--- config.mk ---
export PLATFORM = sky130hd
export DESIGN_NAME = sim_control
export DESIGN_NICKNAME = d
export VERILOG_FILES = /design/src/verilog/phold_pkg.sv /design/src/verilog/sim_control.sv
export SDC_FILE = /design/constraint.sdc
export NUM_CORES = 1
export LEC_CHECK = 0
export ABC_AREA = 1
export BUFFER_PORTS_ARGS = -buffer_cell sky130_fd_sc_hd__buf_2
export CAP_MARGIN = 5
export CORE_MARGIN = 8
export CORE_UTILIZATION = 51
export DETAILED_ROUTE_END_ITERATION = 16
export PLACE_DENSITY = 0.93
export SETUP_SLACK_MARGIN = 0.3
export SLEW_MARGIN = 0
export SYNTH_ARGS = -nofsm -noshare
export SYNTH_HDL_FRONTEND = slang
export SYNTH_SLANG_ARGS = --single-unit
--- constraint.sdc ---
create_clock -name clk -period 3.5 [get_ports clk]
set_input_delay 0.875 -clock clk [delete_from_list [all_inputs] [get_ports clk]]
set_output_delay 0.875 -clock clk [all_outputs]
set_load 0.01 [all_outputs]
--- src/verilog/phold_pkg.sv ---
package phold_pkg;

   // timestamp and logical-process id widths
   localparam int TIME_WID = 16;
   localparam int NB_LPID  = 6;

   // event message as carried between cores and scheduler
   typedef struct packed {
      logic               cancel;
      logic [NB_LPID-1:0] lp_id;
      logic [TIME_WID-1:0] timestamp;
   } event_msg_t;

   // heap ordering key, inverted cancel flag makes anti-messages sort first
   typedef struct packed {
      logic [TIME_WID-1:0] timestamp;
      logic                not_cancel;
   } queue_key_t;

   typedef enum logic [1:0] {
      IDLE,
      INIT,
      RUNNING,
      FINISHED
   } run_state_t;

   // null message, dropped on the way into the queue
   localparam event_msg_t NULL_MSG = '{cancel: 1'b1, lp_id: '0, timestamp: '0};

   function automatic queue_key_t key_of(event_msg_t evt);
      queue_key_t key;
      key.timestamp  = evt.timestamp;
      key.not_cancel = ~evt.cancel;
      return key;
   endfunction

endpackage

--- src/verilog/sim_control.sv ---
`timescale 1ns/10ps

module sim_control #(
   parameter int QUEUE_DEPTH = 16
) (
   input  logic                             clk,
   input  logic                             rst_n,
   input  logic [7:0]                       num_init_events,
   input  logic [phold_pkg::NB_LPID-1:0]    lp_mask,
   input  logic [phold_pkg::TIME_WID-1:0]   sim_end,
   input  logic                             head_valid,
   input  phold_pkg::event_msg_t            head_evt,
   output logic                             init_valid,
   output phold_pkg::event_msg_t            init_evt,
   output logic                             running,
   output logic [phold_pkg::TIME_WID-1:0]   gvt,
   output logic                             done
);

   phold_pkg::run_state_t state;
   phold_pkg::run_state_t state_nxt;
   logic [7:0] init_cnt;
   logic       last_init;
   logic       past_end;

   assign past_end   = (gvt > sim_end);
   assign init_valid = (state == phold_pkg::INIT) && (init_cnt < num_init_events);
   assign last_init  = ({1'b0, init_cnt} + 9'd1) >= {1'b0, num_init_events};

   // dispatch stops as soon as gvt passes the end time
   assign running = (state == phold_pkg::RUNNING) && !past_end;

   // seed events at time 0 with targets taken from the counter
   assign init_evt.cancel    = 1'b0;
   assign init_evt.lp_id     = init_cnt[phold_pkg::NB_LPID-1:0] & lp_mask;
   assign init_evt.timestamp = '0;

   always_comb begin
      state_nxt = state;
      case (state)
         phold_pkg::IDLE:    state_nxt = phold_pkg::INIT;
         phold_pkg::INIT:    if (last_init) state_nxt = phold_pkg::RUNNING;
         phold_pkg::RUNNING: if (past_end) state_nxt = phold_pkg::FINISHED;
         default:            state_nxt = state;
      endcase
   end

   always_ff @(posedge clk or negedge rst_n) begin
      if (!rst_n) begin
         state    <= phold_pkg::IDLE;
         init_cnt <= '0;
         gvt      <= '0;
         done     <= 1'b0;
      end else begin
         state <= state_nxt;
         if (init_valid) begin
            init_cnt <= init_cnt + 1'b1;
         end
         // gvt follows the queue head upwards only while the run is live
         if (running && head_valid && head_evt.timestamp > gvt) begin
            gvt <= head_evt.timestamp;
         end
         // sticky until reset
         if (state == phold_pkg::RUNNING && past_end) begin
            done <= 1'b1;
         end
      end
   end

   // all seed events have to fit in the queue at once
   assert property (@(posedge clk) disable iff (!rst_n)
      state == phold_pkg::INIT |-> num_init_events <= QUEUE_DEPTH)
      else $error("sim_control: num_init_events %0d exceeds queue", num_init_events);

endmodule

=== Word level (Yosys, flattened, before mapping) ===
Index checks and enable logic that the tools add are counted.

* Register bits: 27
* Word-level logic and storage cells: 27

* $add $sub $neg: 2
* Order comparisons: 4
* Equal/unequal tests: 4
* Multiplexer cells: 3
* Bitwise logic cells: 1
* Reduce and logical (&&, ||, !) cells: 9

{| class="wikitable"
|+ Operators with widths
! operator !! number
|-
| $gt A16 B16 Y1 || 2
|-
| $add A8 B1 Y9 const B || 1
|-
| $ge A9 B8 Y1 || 1
|-
| $add A8 B1 Y8 const B || 1
|-
| $lt A8 B8 Y1 || 1
|-
| $and A6 B6 Y6 || 1
|-
| $pmux W2 S3 || 1
|-
| $logic_and A1 B1 Y1 || 5
|-
| $mux W2 || 2
|-
| $ne A2 B2 Y1 const B || 2
|-
| $reduce_and A3 Y1 || 1
|-
| $reduce_bool A3 Y1 || 1
|-
| $eq A2 B1 Y1 const B || 1
|-
| $eq A2 B2 Y1 const B || 1
|-
| $logic_not A2 Y1 || 1
|-
| $logic_not A1 Y1 || 1
|}

=== Longest topological paths before layout ===
* Depth after elaboration: 5
* Mapped depth: 15
* Mapped depth without buffers: 15

=== Worst setup path before layout ===
Ideal clock, no wire load.

* Path type: input-to-output
* From: in sim_end[9] in the netlist's numbering
* To: out running
* Data arrival time: 1,989 ps
* Setup slack: 636 ps
* Cell stages on the path: 11
* Path through: inv_1 ha_1 nand2_1 inv_1 o21ai_0 a21oi_1 nor2_1 nand2_1 nand2_2 nand2_1 inv_1

* Word-level cells in the longest chain between the ends: 3

{| class="wikitable"
|+ RTL lines
! what !! RTL line !! RTL
|-
| start: declaration || sim_control.sv:10 || <nowiki>input logic [phold_pkg::TIME_WID-1:0] sim_end,</nowiki>
|-
| $gt A16 B16 Y1 || sim_control.sv:26 || <nowiki>assign past_end = (gvt > sim_end);</nowiki>
|-
| $logic_not A1 Y1 || sim_control.sv:31 || <nowiki>assign running = (state == phold_pkg::RUNNING) && !past_end;</nowiki>
|-
| $logic_and A1 B1 Y1 || sim_control.sv:31 ||
|-
| end: declaration || sim_control.sv:15 || <nowiki>output logic running,</nowiki>
|}

Every way passes these cells.

=== Worst setup path in the final report ===
Ends and elaborated chain as after synthesis.

==> run metrics <==
Die Ht 88.4 microns; total power 2.02 mW; synthesized flop and latch total 27; ratio of cells with drive above 1 in the final layout 0.202; Least-Margin Pin Slew 0.611 ns; Yosys top cell area share 0.252; Peak VDD IR 0.293 mV; critical path required time 2.62 ns; GR Util All Layers 0.160; Avg Cell Area, Syn 7.41 sq um; Core ar. 5070 sq um; cts-stage hold buffer count 0; gpl congestion 0.852; first-pass GRT wire length 10400 microns; Finished Layout Cells 505; CTS Buf Count 3; drt wl/cell 12.5 microns; Max Freq 0.329 GHz; WL met1 2510 microns; Detailed Route Iter0 Violations 118; DR pass1 iterations 4; fin crit period 3.04 ns; most frequent cells in the layout 96 x nand2_1, 73 x buf_2, 69 x inv_1; CP Max Fanout 4; max_cap viols 0; sequential element share of the synthesized area 0.252; clock slew at reported path FFs 0.10 ns; distinct cell type count after synthesis 24; diodes inserted 0; Skew-Pair Late Insertion Delay 0.27 ns; fin crit share 0.869; Cell Pwr Density 649 nW/um^2; vias 2540; Reg2Reg Depth 13; Clock Skew 0.00339 ns; Post-DRT Antenna Nets 0; Hold Crit Class register to register; RSZ-0062 raised after global routing false; routed wl met2 3170 microns; CP max stage delay 0.29 ns; crit path cell chain buf_2 > inv_1 > ha_1 > nand2_1 > inv_1 > o21ai_1 > a21oi_1 > nor2_1 > nand2_1 > nand2_2 > nand2_4 > inv_2 > buf_2; clk sinks 27; dpl cells 501; outcome finished clean; highest routing layer actually used met4; total negative slack 0 ns; P_leak 1.97 nW; maximum clock path buffer count 2; synthesis warning total 0; Min-Delay Path Depth 1; Nets 545; num rows 26; Startpoint Class input pin; number of setup buffers added after CTS 0; crit-path leading delay family simple AND/OR/NAND/NOR gates; port bufs 73; Ports 98; Die Area 7820 sq um; CTS tree built; global route overflow 0; CTS root buf clkbuf_8; Residual DRC 0; Worst EP arrival 2.17 ns; slew margin rel. 0.593; DP Wirelength 5190 microns; vias in the first global route 2547; Die Wd 88.4 microns; vias per cell 5.03; worst path bufs/invs 5; met3 wire len 562 microns; Cell Area, Synth 2680 sq um; Starting Density 0.527; cell count after synthesis 361; ranking of synthesized cells by area dfrtp_1 25%, ha_1 25%, nand2_1 14%; Slew Viols, Final 0; Setup Viol. Count Final 0; Area growth syn-to-layout 16.3%; CP Capture Type output pin; commonest non-fill, non-tap cell in the layout nand2_1; area leader, netlist dfrtp_1; number of cells on the critical path 13; CTS H-tree depth 1; Post-CTS Resized 0; Total Wirelength 6290 microns; final hold vios 0; critical path type input pin to output pin; antenna violations before repair 0; slowest cell on the critical path ha_1; largest net degree at the start of global routing 28
## metrics by stage
| step | setup slack, ns | hold slack (ns) | utilization | instance area [sq um] |
|---|---|---|---|---|
| after floorplan | 0.636 | 0.490 | - | 2740 |
| after global placement | 0.382 | 0.472 | 0.602 | 3060 |
| after detailed placement | 0.368 | 0.466 | 0.602 | 3060 |
| after CTS | 0.361 | 0.489 | 0.612 | 3110 |
| after global routing | 0.309 | 0.511 | 0.613 | 3110 |
| final | 0.458 | 0.490 | 0.613 | 3110 |
## logic make-up after synthesis
logic type               synth area share
AO/OA/AOI/OAI                      0.0823
buffers and inverters               0.159
flip-flops                          0.252
other                             0.00140
AND/OR/NAND/NOR                     0.234
adder cells (fa/ha/maj)             0.248
XOR/XNOR                           0.0229
## synthesized netlist by cell type
cell,count
inv_1,70
conb_1,1
nand3_1,9
nand4_1,21
o21bai_1,1
o21a_1,3
nand3_4,1
buf_6,1
o21ai_0,10
clkbuf_1,3
ha_1,53
a21oi_1,21
buf_4,18
nand2_2,1
xor2_1,7
nor2_1,11
a21oi_4,1
nor4_2,1
and3b_1,1
a31o_2,1
o211a_1,1
nand2_1,97
dfrtp_1,27
buf_2,1
## path summary, 6_finish.rpt
kind,from,endpoint,slack [ns]
max reg2reg,init_cnt[0],state[0],1.19
min,done,done,0.49
max in group asynchronous,rst_n,state[1],2.50
min in group asynchronous,rst_n,gvt[5],0.60
max,sim_end[9],running,0.46
min reg2reg,done,done,0.49
## sequential cells by signal, summed over array words and instances (netlist names)
signal    flops
init_cnt      8
state         2
gvt          16
done          1
## power breakdown
part | total, mW | switching, mW | internal [mW]
registers | 0.603 | 0.163 | 0.440
clock network | 0.185 | 0.104 | 0.0809
logic | 1.23 | 0.736 | 0.495
total | 2.02 | 1.00 | 1.02
## cell type report
| class | count | area [sq um] |
|---|---|---|
| fill | 460 | 1960 |
| multi-input combinational | 257 | 1640 |
| sequential | 27 | 676 |
| timing repair buffer | 77 | 395 |
| inverter | 70 | 263 |
| tap | 70 | 87.6 |
| clock buffer | 3 | 41.3 |
| clock inverter | 1 | 7.51 |
## layer usage
| metal | track usage | vias up |
|---|---|---|
| li1 | - | 1275 |
| met1 | 0.181 | 1150 |
| met2 | 0.301 | 107 |
| met3 | 0.0269 | 8 |
| met4 | 0.0353 | 0 |
| met5 | 0 | - |
Note: power is estimated with default switching activity, not from simulation.
