File: src/verilog/phold_pkg.sv
package phold_pkg;

   // timestamp and logical-process id widths
   localparam int TIME_WID = 16;
   localparam int NB_LPID  = 6;

   // event message as carried between cores and scheduler
   typedef struct packed {
      logic               cancel;
      logic [NB_LPID-1:0] lp_id;
      logic [TIME_WID-1:0] timestamp;
   } event_msg_t;

   // heap ordering key, inverted cancel flag makes anti-messages sort first
   typedef struct packed {
      logic [TIME_WID-1:0] timestamp;
      logic                not_cancel;
   } queue_key_t;

   typedef enum logic [1:0] {
      IDLE,
      INIT,
      RUNNING,
      FINISHED
   } run_state_t;

   // null message, dropped on the way into the queue
   localparam event_msg_t NULL_MSG = '{cancel: 1'b1, lp_id: '0, timestamp: '0};

   function automatic queue_key_t key_of(event_msg_t evt);
      queue_key_t key;
      key.timestamp  = evt.timestamp;
      key.not_cancel = ~evt.cancel;
      return key;
   endfunction

endpackage

File: src/verilog/event_heap.sv
`timescale 1ns/10ps

module event_heap #(
   parameter int QUEUE_DEPTH = 16
) (
   input  logic                  clk,
   input  logic                  rst_n,
   input  logic                  ins_valid,
   input  phold_pkg::event_msg_t ins_evt,
   input  logic                  rem,
   output logic                  head_valid,
   output phold_pkg::event_msg_t head_evt,
   output logic                  full
);

   localparam int CNT_W = $clog2(QUEUE_DEPTH + 1);

   phold_pkg::event_msg_t slot [QUEUE_DEPTH];
   phold_pkg::queue_key_t ins_key;
   logic [CNT_W-1:0]       count;
   logic [QUEUE_DEPTH-1:0] after_new;
   logic                   do_rem;

   assign ins_key  = phold_pkg::key_of(ins_evt);
   assign full     = (count == CNT_W'(QUEUE_DEPTH));
   assign head_evt = slot[0];

   // head is held back while an insert lands, so a remove waits
   assign head_valid = (count != '0) && !ins_valid;
   assign do_rem     = rem && !ins_valid && (count != '0);

   for (genvar i = 0; i < QUEUE_DEPTH; i++) begin : g_slot
      phold_pkg::event_msg_t shift_in;
      phold_pkg::event_msg_t shift_out;
      phold_pkg::queue_key_t slot_key;

      assign slot_key = phold_pkg::key_of(slot[i]);

      // strictly greater keys move back, equal keys keep arrival order
      assign after_new[i] = (CNT_W'(i) >= count) || (slot_key > ins_key);

      if (i == 0) begin : g_first
         assign shift_in = ins_evt;
      end else begin : g_rest
         assign shift_in = after_new[i-1] ? slot[i-1] : ins_evt;
      end

      if (i == QUEUE_DEPTH - 1) begin : g_last
         assign shift_out = slot[i];
      end else begin : g_inner
         assign shift_out = slot[i+1];
      end

      always_ff @(posedge clk) begin
         if (ins_valid && after_new[i]) begin
            slot[i] <= shift_in;
         end else if (do_rem) begin
            slot[i] <= shift_out;
         end
      end
   end

   always_ff @(posedge clk or negedge rst_n) begin
      if (!rst_n) begin
         count <= '0;
      end else if (ins_valid) begin
         count <= count + 1'b1;
      end else if (do_rem) begin
         count <= count - 1'b1;
      end
   end

   // ingress backs off on full, init never overfills
   assert property (@(posedge clk) disable iff (!rst_n) ins_valid |-> !full)
      else $error("event_heap: insert while full");

   // dispatch only removes a head it was shown
   assert property (@(posedge clk) disable iff (!rst_n) rem |-> count != '0)
      else $error("event_heap: remove while empty");

endmodule

File: config.mk
export PLATFORM = sky130hd
export DESIGN_NAME = event_heap
export DESIGN_NICKNAME = d
export VERILOG_FILES = /design/src/verilog/phold_pkg.sv /design/src/verilog/event_heap.sv
export SDC_FILE = /design/constraint.sdc
export NUM_CORES = 1
export LEC_CHECK = 0
export CAP_MARGIN = 20
export CORE_ASPECT_RATIO = 1.75
export CORE_MARGIN = 4
export CORE_UTILIZATION = 68
export DETAILED_ROUTE_END_ITERATION = 8
export DONT_BUFFER_PORTS = 1
export PLACE_DENSITY = 0.9
export SETUP_SLACK_MARGIN = 0.3
export SLEW_MARGIN = 10
export SYNTH_ARGS = -nofsm -noshare
export SYNTH_HDL_FRONTEND = slang
export SYNTH_SLANG_ARGS = --single-unit
File: constraint.sdc
create_clock -name clk -period 12.2 [get_ports clk]
set_input_delay 1.22 -clock clk [delete_from_list [all_inputs] [get_ports clk]]
set_output_delay 1.22 -clock clk [all_outputs]
set_load 0.1 [all_outputs]
# [Word-level counts from Yosys, hierarchy flattened]
# Memories as Yosys holds them, arrays and structs flattened.
# Cells that the tools add are included.
[totals] ff_bits=5 ram_bits=368 in_bits=27 out_inout_bits=25 word_cells=206 memories=1
[classes] add_sub_neg=2 magnitude_cmp=32 eq_ne=1 muxes=98 n_bitwise=33 n_reduce_logical=38
[mem_list] memory="slot" words=16 width=23 rd=16 rd_ports_with_merged_regs=0 wr=16 line_no="event_heap.sv:18" rtl="phold_pkg::event_msg_t slot [QUEUE_DEPTH];"
[ops] op="$mux W23" n=31
[ops] op="$gt A17 B17 Y1" n=16
[ops] op="$mux W1" n=65
[ops] op="$ge A4 B5 Y1 const A" n=8
[ops] op="$ge A3 B5 Y1 const A" n=4
[ops] op="$logic_and A1 B1 Y1" n=19
[ops] op="$not A1 Y1" n=17
[ops] op="$logic_or A1 B1 Y1" n=16
[ops] op="$or A1 B1 Y1" n=16
[ops] op="$ge A1 B5 Y1 const A" n=2
[ops] op="$ge A2 B5 Y1 const A" n=2
[ops] op="$mux W5" n=2
[ops] op="$add A5 B1 Y5 const B" n=1
[ops] op="$eq A5 B5 Y1 const B" n=1
[ops] op="$reduce_bool A5 Y1" n=1
[ops] op="$sub A5 B1 Y5 const B" n=1
[ops] op="$reduce_bool A2 Y1" n=1
[ops] op="$logic_not A1 Y1" n=1

# [Logic depth before layout (Yosys ltp)]
[logic_depth] depth_word=7 depth_mapped=11 mapped_depth_nobuf=9

# [Worst setup path after synthesis]
# OpenSTA, ideal clock, no wires.
[synth_timing] path_type="input to register" startpoint="in ins_evt[14] (netlist bit)" endpoint="mem slot[1][23] (netlist bit), enable pin" t_arrival_ns=4.676 required_time_ns=11.765 path_slack_ns=7.089 stages=9 path_buffers=1 path_cell_list="inv_1 -> ha_1 -> nand4_1 -> or4_1 -> o2bb2ai_1 -> a2111o_1 -> a22oi_4 -> buf_8 -> o21ai_0"
[synth_lines] element="start: declaration" line_no="event_heap.sv:9" rtl="input phold_pkg::event_msg_t ins_evt,"
[synth_lines] element="end: declaration" line_no="event_heap.sv:18"

==> summary.md <==
| Metric | Value |
|---|---|
| Hpwl dp | `roughly 50000 um` |
| Clk pin slew, worst setup/hold paths | `70 ps` |
| Crit path largest cell delay | `slightly below 1000 ps` |
| Vias | `between 15000 and 20000` |
| Fillers | `around 2400` |
| PortBufs | `0` |
| RSZ-0062 raised after global routing | `no` |
| Top cells by area, synth | `edfxtp_1 (44%), ha_1 (14%), mux2i_1 (12%)` |
| Area Overhead vs Synth | `6.54%` |
| Tmin final | `around 5300 ps` |
| Worst EP required | `12440 ps` |
| ANT cells | `0` |
| Tightest Hold Check Type | `primary input to async pin` |
| M2 GR Usage | `0.592` |
| Initial antenna violation count | `0` |
| Layout cell share with drive strength beyond 1 | `0.0672` |
| Worst rel slew slack | `0.224` |
| Routability Congestion | `0.966` |
| Non-filler cells, final | `between 2000 and 3000` |
| Crit path buf inv count | `4` |
| CTS tree | `done` |
| Yosys cell types | `between 50 and 60` |
| Initial DRC Count | `~2000` |
| Mapped Area | `around 25000 sq um` |
| Post-synth top area share | `0.444` |
| Pin count of the biggest net entering global routing | `roughly 120` |
| Final setup viols | `0` |
| Die outline area | `39800 sq um` |
| Routed WL | `about 70000 um` |
| M1 GR Usage | `0.372` |
| Worst-path cell chain | `nor3_2, a21oi_2, buf_4, nand2_4, buf_4, buf_4, buf_4, a21oi_1` |
| Synth area leader | `edfxtp_1` |
| CP max FO | `between 100 and 150` |
| Post-synthesis net count | `between 2000 and 3000` |
| Sequential share of the synthesized area | `0.449` |
| Core footprint | `36100 sq um` |
| Place WS | `7190 ps` |
| Post-synth EDFFs | `368` |
| Main synth FF type | `edfxtp_1` |
| VDD IR-drop max | `around 120 uV` |
| Synth Area per Inst | `~11 sq um` |
| Drt first pass iters | `7` |
| #FFs+latches synth | `373` |
| Pwr Density | `around 250 nW/um^2` |
| Critical path's top delay family | `buffers and inverters` |
| Initial cell density of the core | `0.688` |
| Number of nets in the layout | `between 2000 and 3000` |
| CTS Buffer Depth | `3` |
| Yosys warnings | `0` |
| Cells after Synth | `2360` |
| Num ports | `52` |
| CP arrival | `approximately 5500 ps` |
| Max Cap Viol | `0` |
| Clk sinks | `~370` |
| Overflow after GRT | `0` |
| WS Path Type | `flip-flop to flip-flop` |
| Max Slew Vio Count | `0` |
| Root Buffer | `clkbuf_16` |
| Vias in the first global route | `between 15000 and 20000` |
| Pleak | `~0.011 uW` |
| Average wire per standard cell | `between 20 and 30 um` |
| GRT busiest layer | `met2` |
| Setup ws final | `around 6900 ps` |
| Worst-Margin Slew | `1160 ps` |
| Asr flop ratio synth | `0.0134` |
| Max Fclk | `0.189 GHz` |
| Most frequent CP cell | `buf_4` |
| Final design utilization | `0.733` |
| Worst path slowest cell | `buf_4` |
| Resized cells post-CTS | `0` |
| TritonCTS buffer count | `37` |
| Critical Path Start Type | `flip-flop` |
| Endpoints failing hold | `0` |
| Clk_lat worst skew | `between 500 and 600 ps` |
| Drt drc | `0` |
| Post-DR vias/cell | `approximately 7.0` |
| Endpoint class of the critical path | `flip-flop` |
| Die H | `roughly 260 um` |
| Post-route ant nets | `0` |
| Period Utilization, post-route | `0.433` |
| # hold bufs at CTS | `0` |
| Die W | `roughly 150 um` |
| Grt met3 use | `0.0504` |
| Setup TNS Final | `0 ps` |
| Site Rows | `between 90 and 100` |
| Gr usage total | `0.345` |
| Inst Count DP | `2721` |
| Fin Clk Skew | `between 15 and 20 ps` |
| Final Total Pwr | `between 6000 and 7000 uW` |
| Status | `finished clean` |
| H-tree depth | `2` |
| Setup Buffers After CTS | `0` |
| First-pass GRT wire length | `109000 um` |
[power by group]
group	internal, uW	total (uW)	switching, uW
logic	1170	2810	1630
clock network	752	1260	513
registers	2150	2670	520
[cells in the mapped netlist (all sizes together) (2+ instances only)]
cell type  instances
ha               277
mux2i            299
clkbuf            91
a211oi             2
nor2             319
o221ai             2
o21a               6
o21ai             74
or2                4
o211a              2
a22oi              2
nand2            159
a22o               9
and3               4
a21o              40
nor4              11
mux2              23
nor2b              9
a221oi             2
edfxtp           368
inv               43
a31oi             19
xnor2              3
nor3               7
nand3             35
buf               49
a221o             10
or4                2
dfrtp              5
a2111oi            2
nand4             62
a2111o            10
a21oi            395
[layout make-up]
cell class	instances	area, sq um	share of cell area
clock inverters	23	319	0.0120
well taps	470	588	0.0222
clock buffers	42	987	0.0372
multi-input cells	1804	12900	0.486
repair buffers	35	385	0.0145
inverters	43	161	0.00609
flip-flops and latches	373	11200	0.422
[layout by cell type (no fill, tap or decap), types with 27 or more instances in the layout]
cell type    n
nand3_1     35
nand4_1     62
o21ai_0     60
inv_1       43
nor2_1     319
nand2_1    158
a21o_1      40
clkbuf_16   39
ha_1       277
buf_4       27
edfxtp_1   368
a21oi_1    380
mux2i_1    299
[state kept, by name, indices dropped and copies added (netlist names)]
register	flops
slot	368
count	5
[metal layers]
layer | vias up | wire [um]
met5 | - | 0
met4 | 0 | 7670
met3 | 415 | 4890
met2 | 1143 | 34700
met1 | 9254 | 23100
li1 | 8736 | -
[final timing paths]
kind / start / endpoint / slack [ps] / depth (start not counted)
setup / recovery: count[2] / slot[1][102] / 6920 / 8
hold / removal: rst_n / count[0] / 350 / 0
min in group clk: slot[0][40] / slot[0][17] / 550 / 2
hold reg to reg: slot[0][40] / slot[0][17] / 550 / 2
max in group asynchronous: rst_n / count[3] / 11780 / 0
setup reg to reg: count[2] / slot[1][102] / 6920 / 8
[metrics by stage]
stage	cell area, sq um	hold WS [ps]
after floorplan	24900	509
after global placement	25000	526
after detailed placement	25100	539
after CTS	26400	344
after global routing	26500	335
final	26500	349
[kinds of logic (layout without fill, tap and decap cells)]
kind of cell	Yosys count	count (layout)	synth area share
AND/OR/NAND/NOR	615	615	0.105
AO/OA/AOI/OAI	586	586	0.138
flip-flops	373	373	0.449
multiplexers	322	322	0.131
adder cells (fa/ha/maj)	277	277	0.139
buffers and inverters	183	143	0.0363
XOR/XNOR	4	4	0.00141
Note: power is estimated with default switching activity, not from simulation.
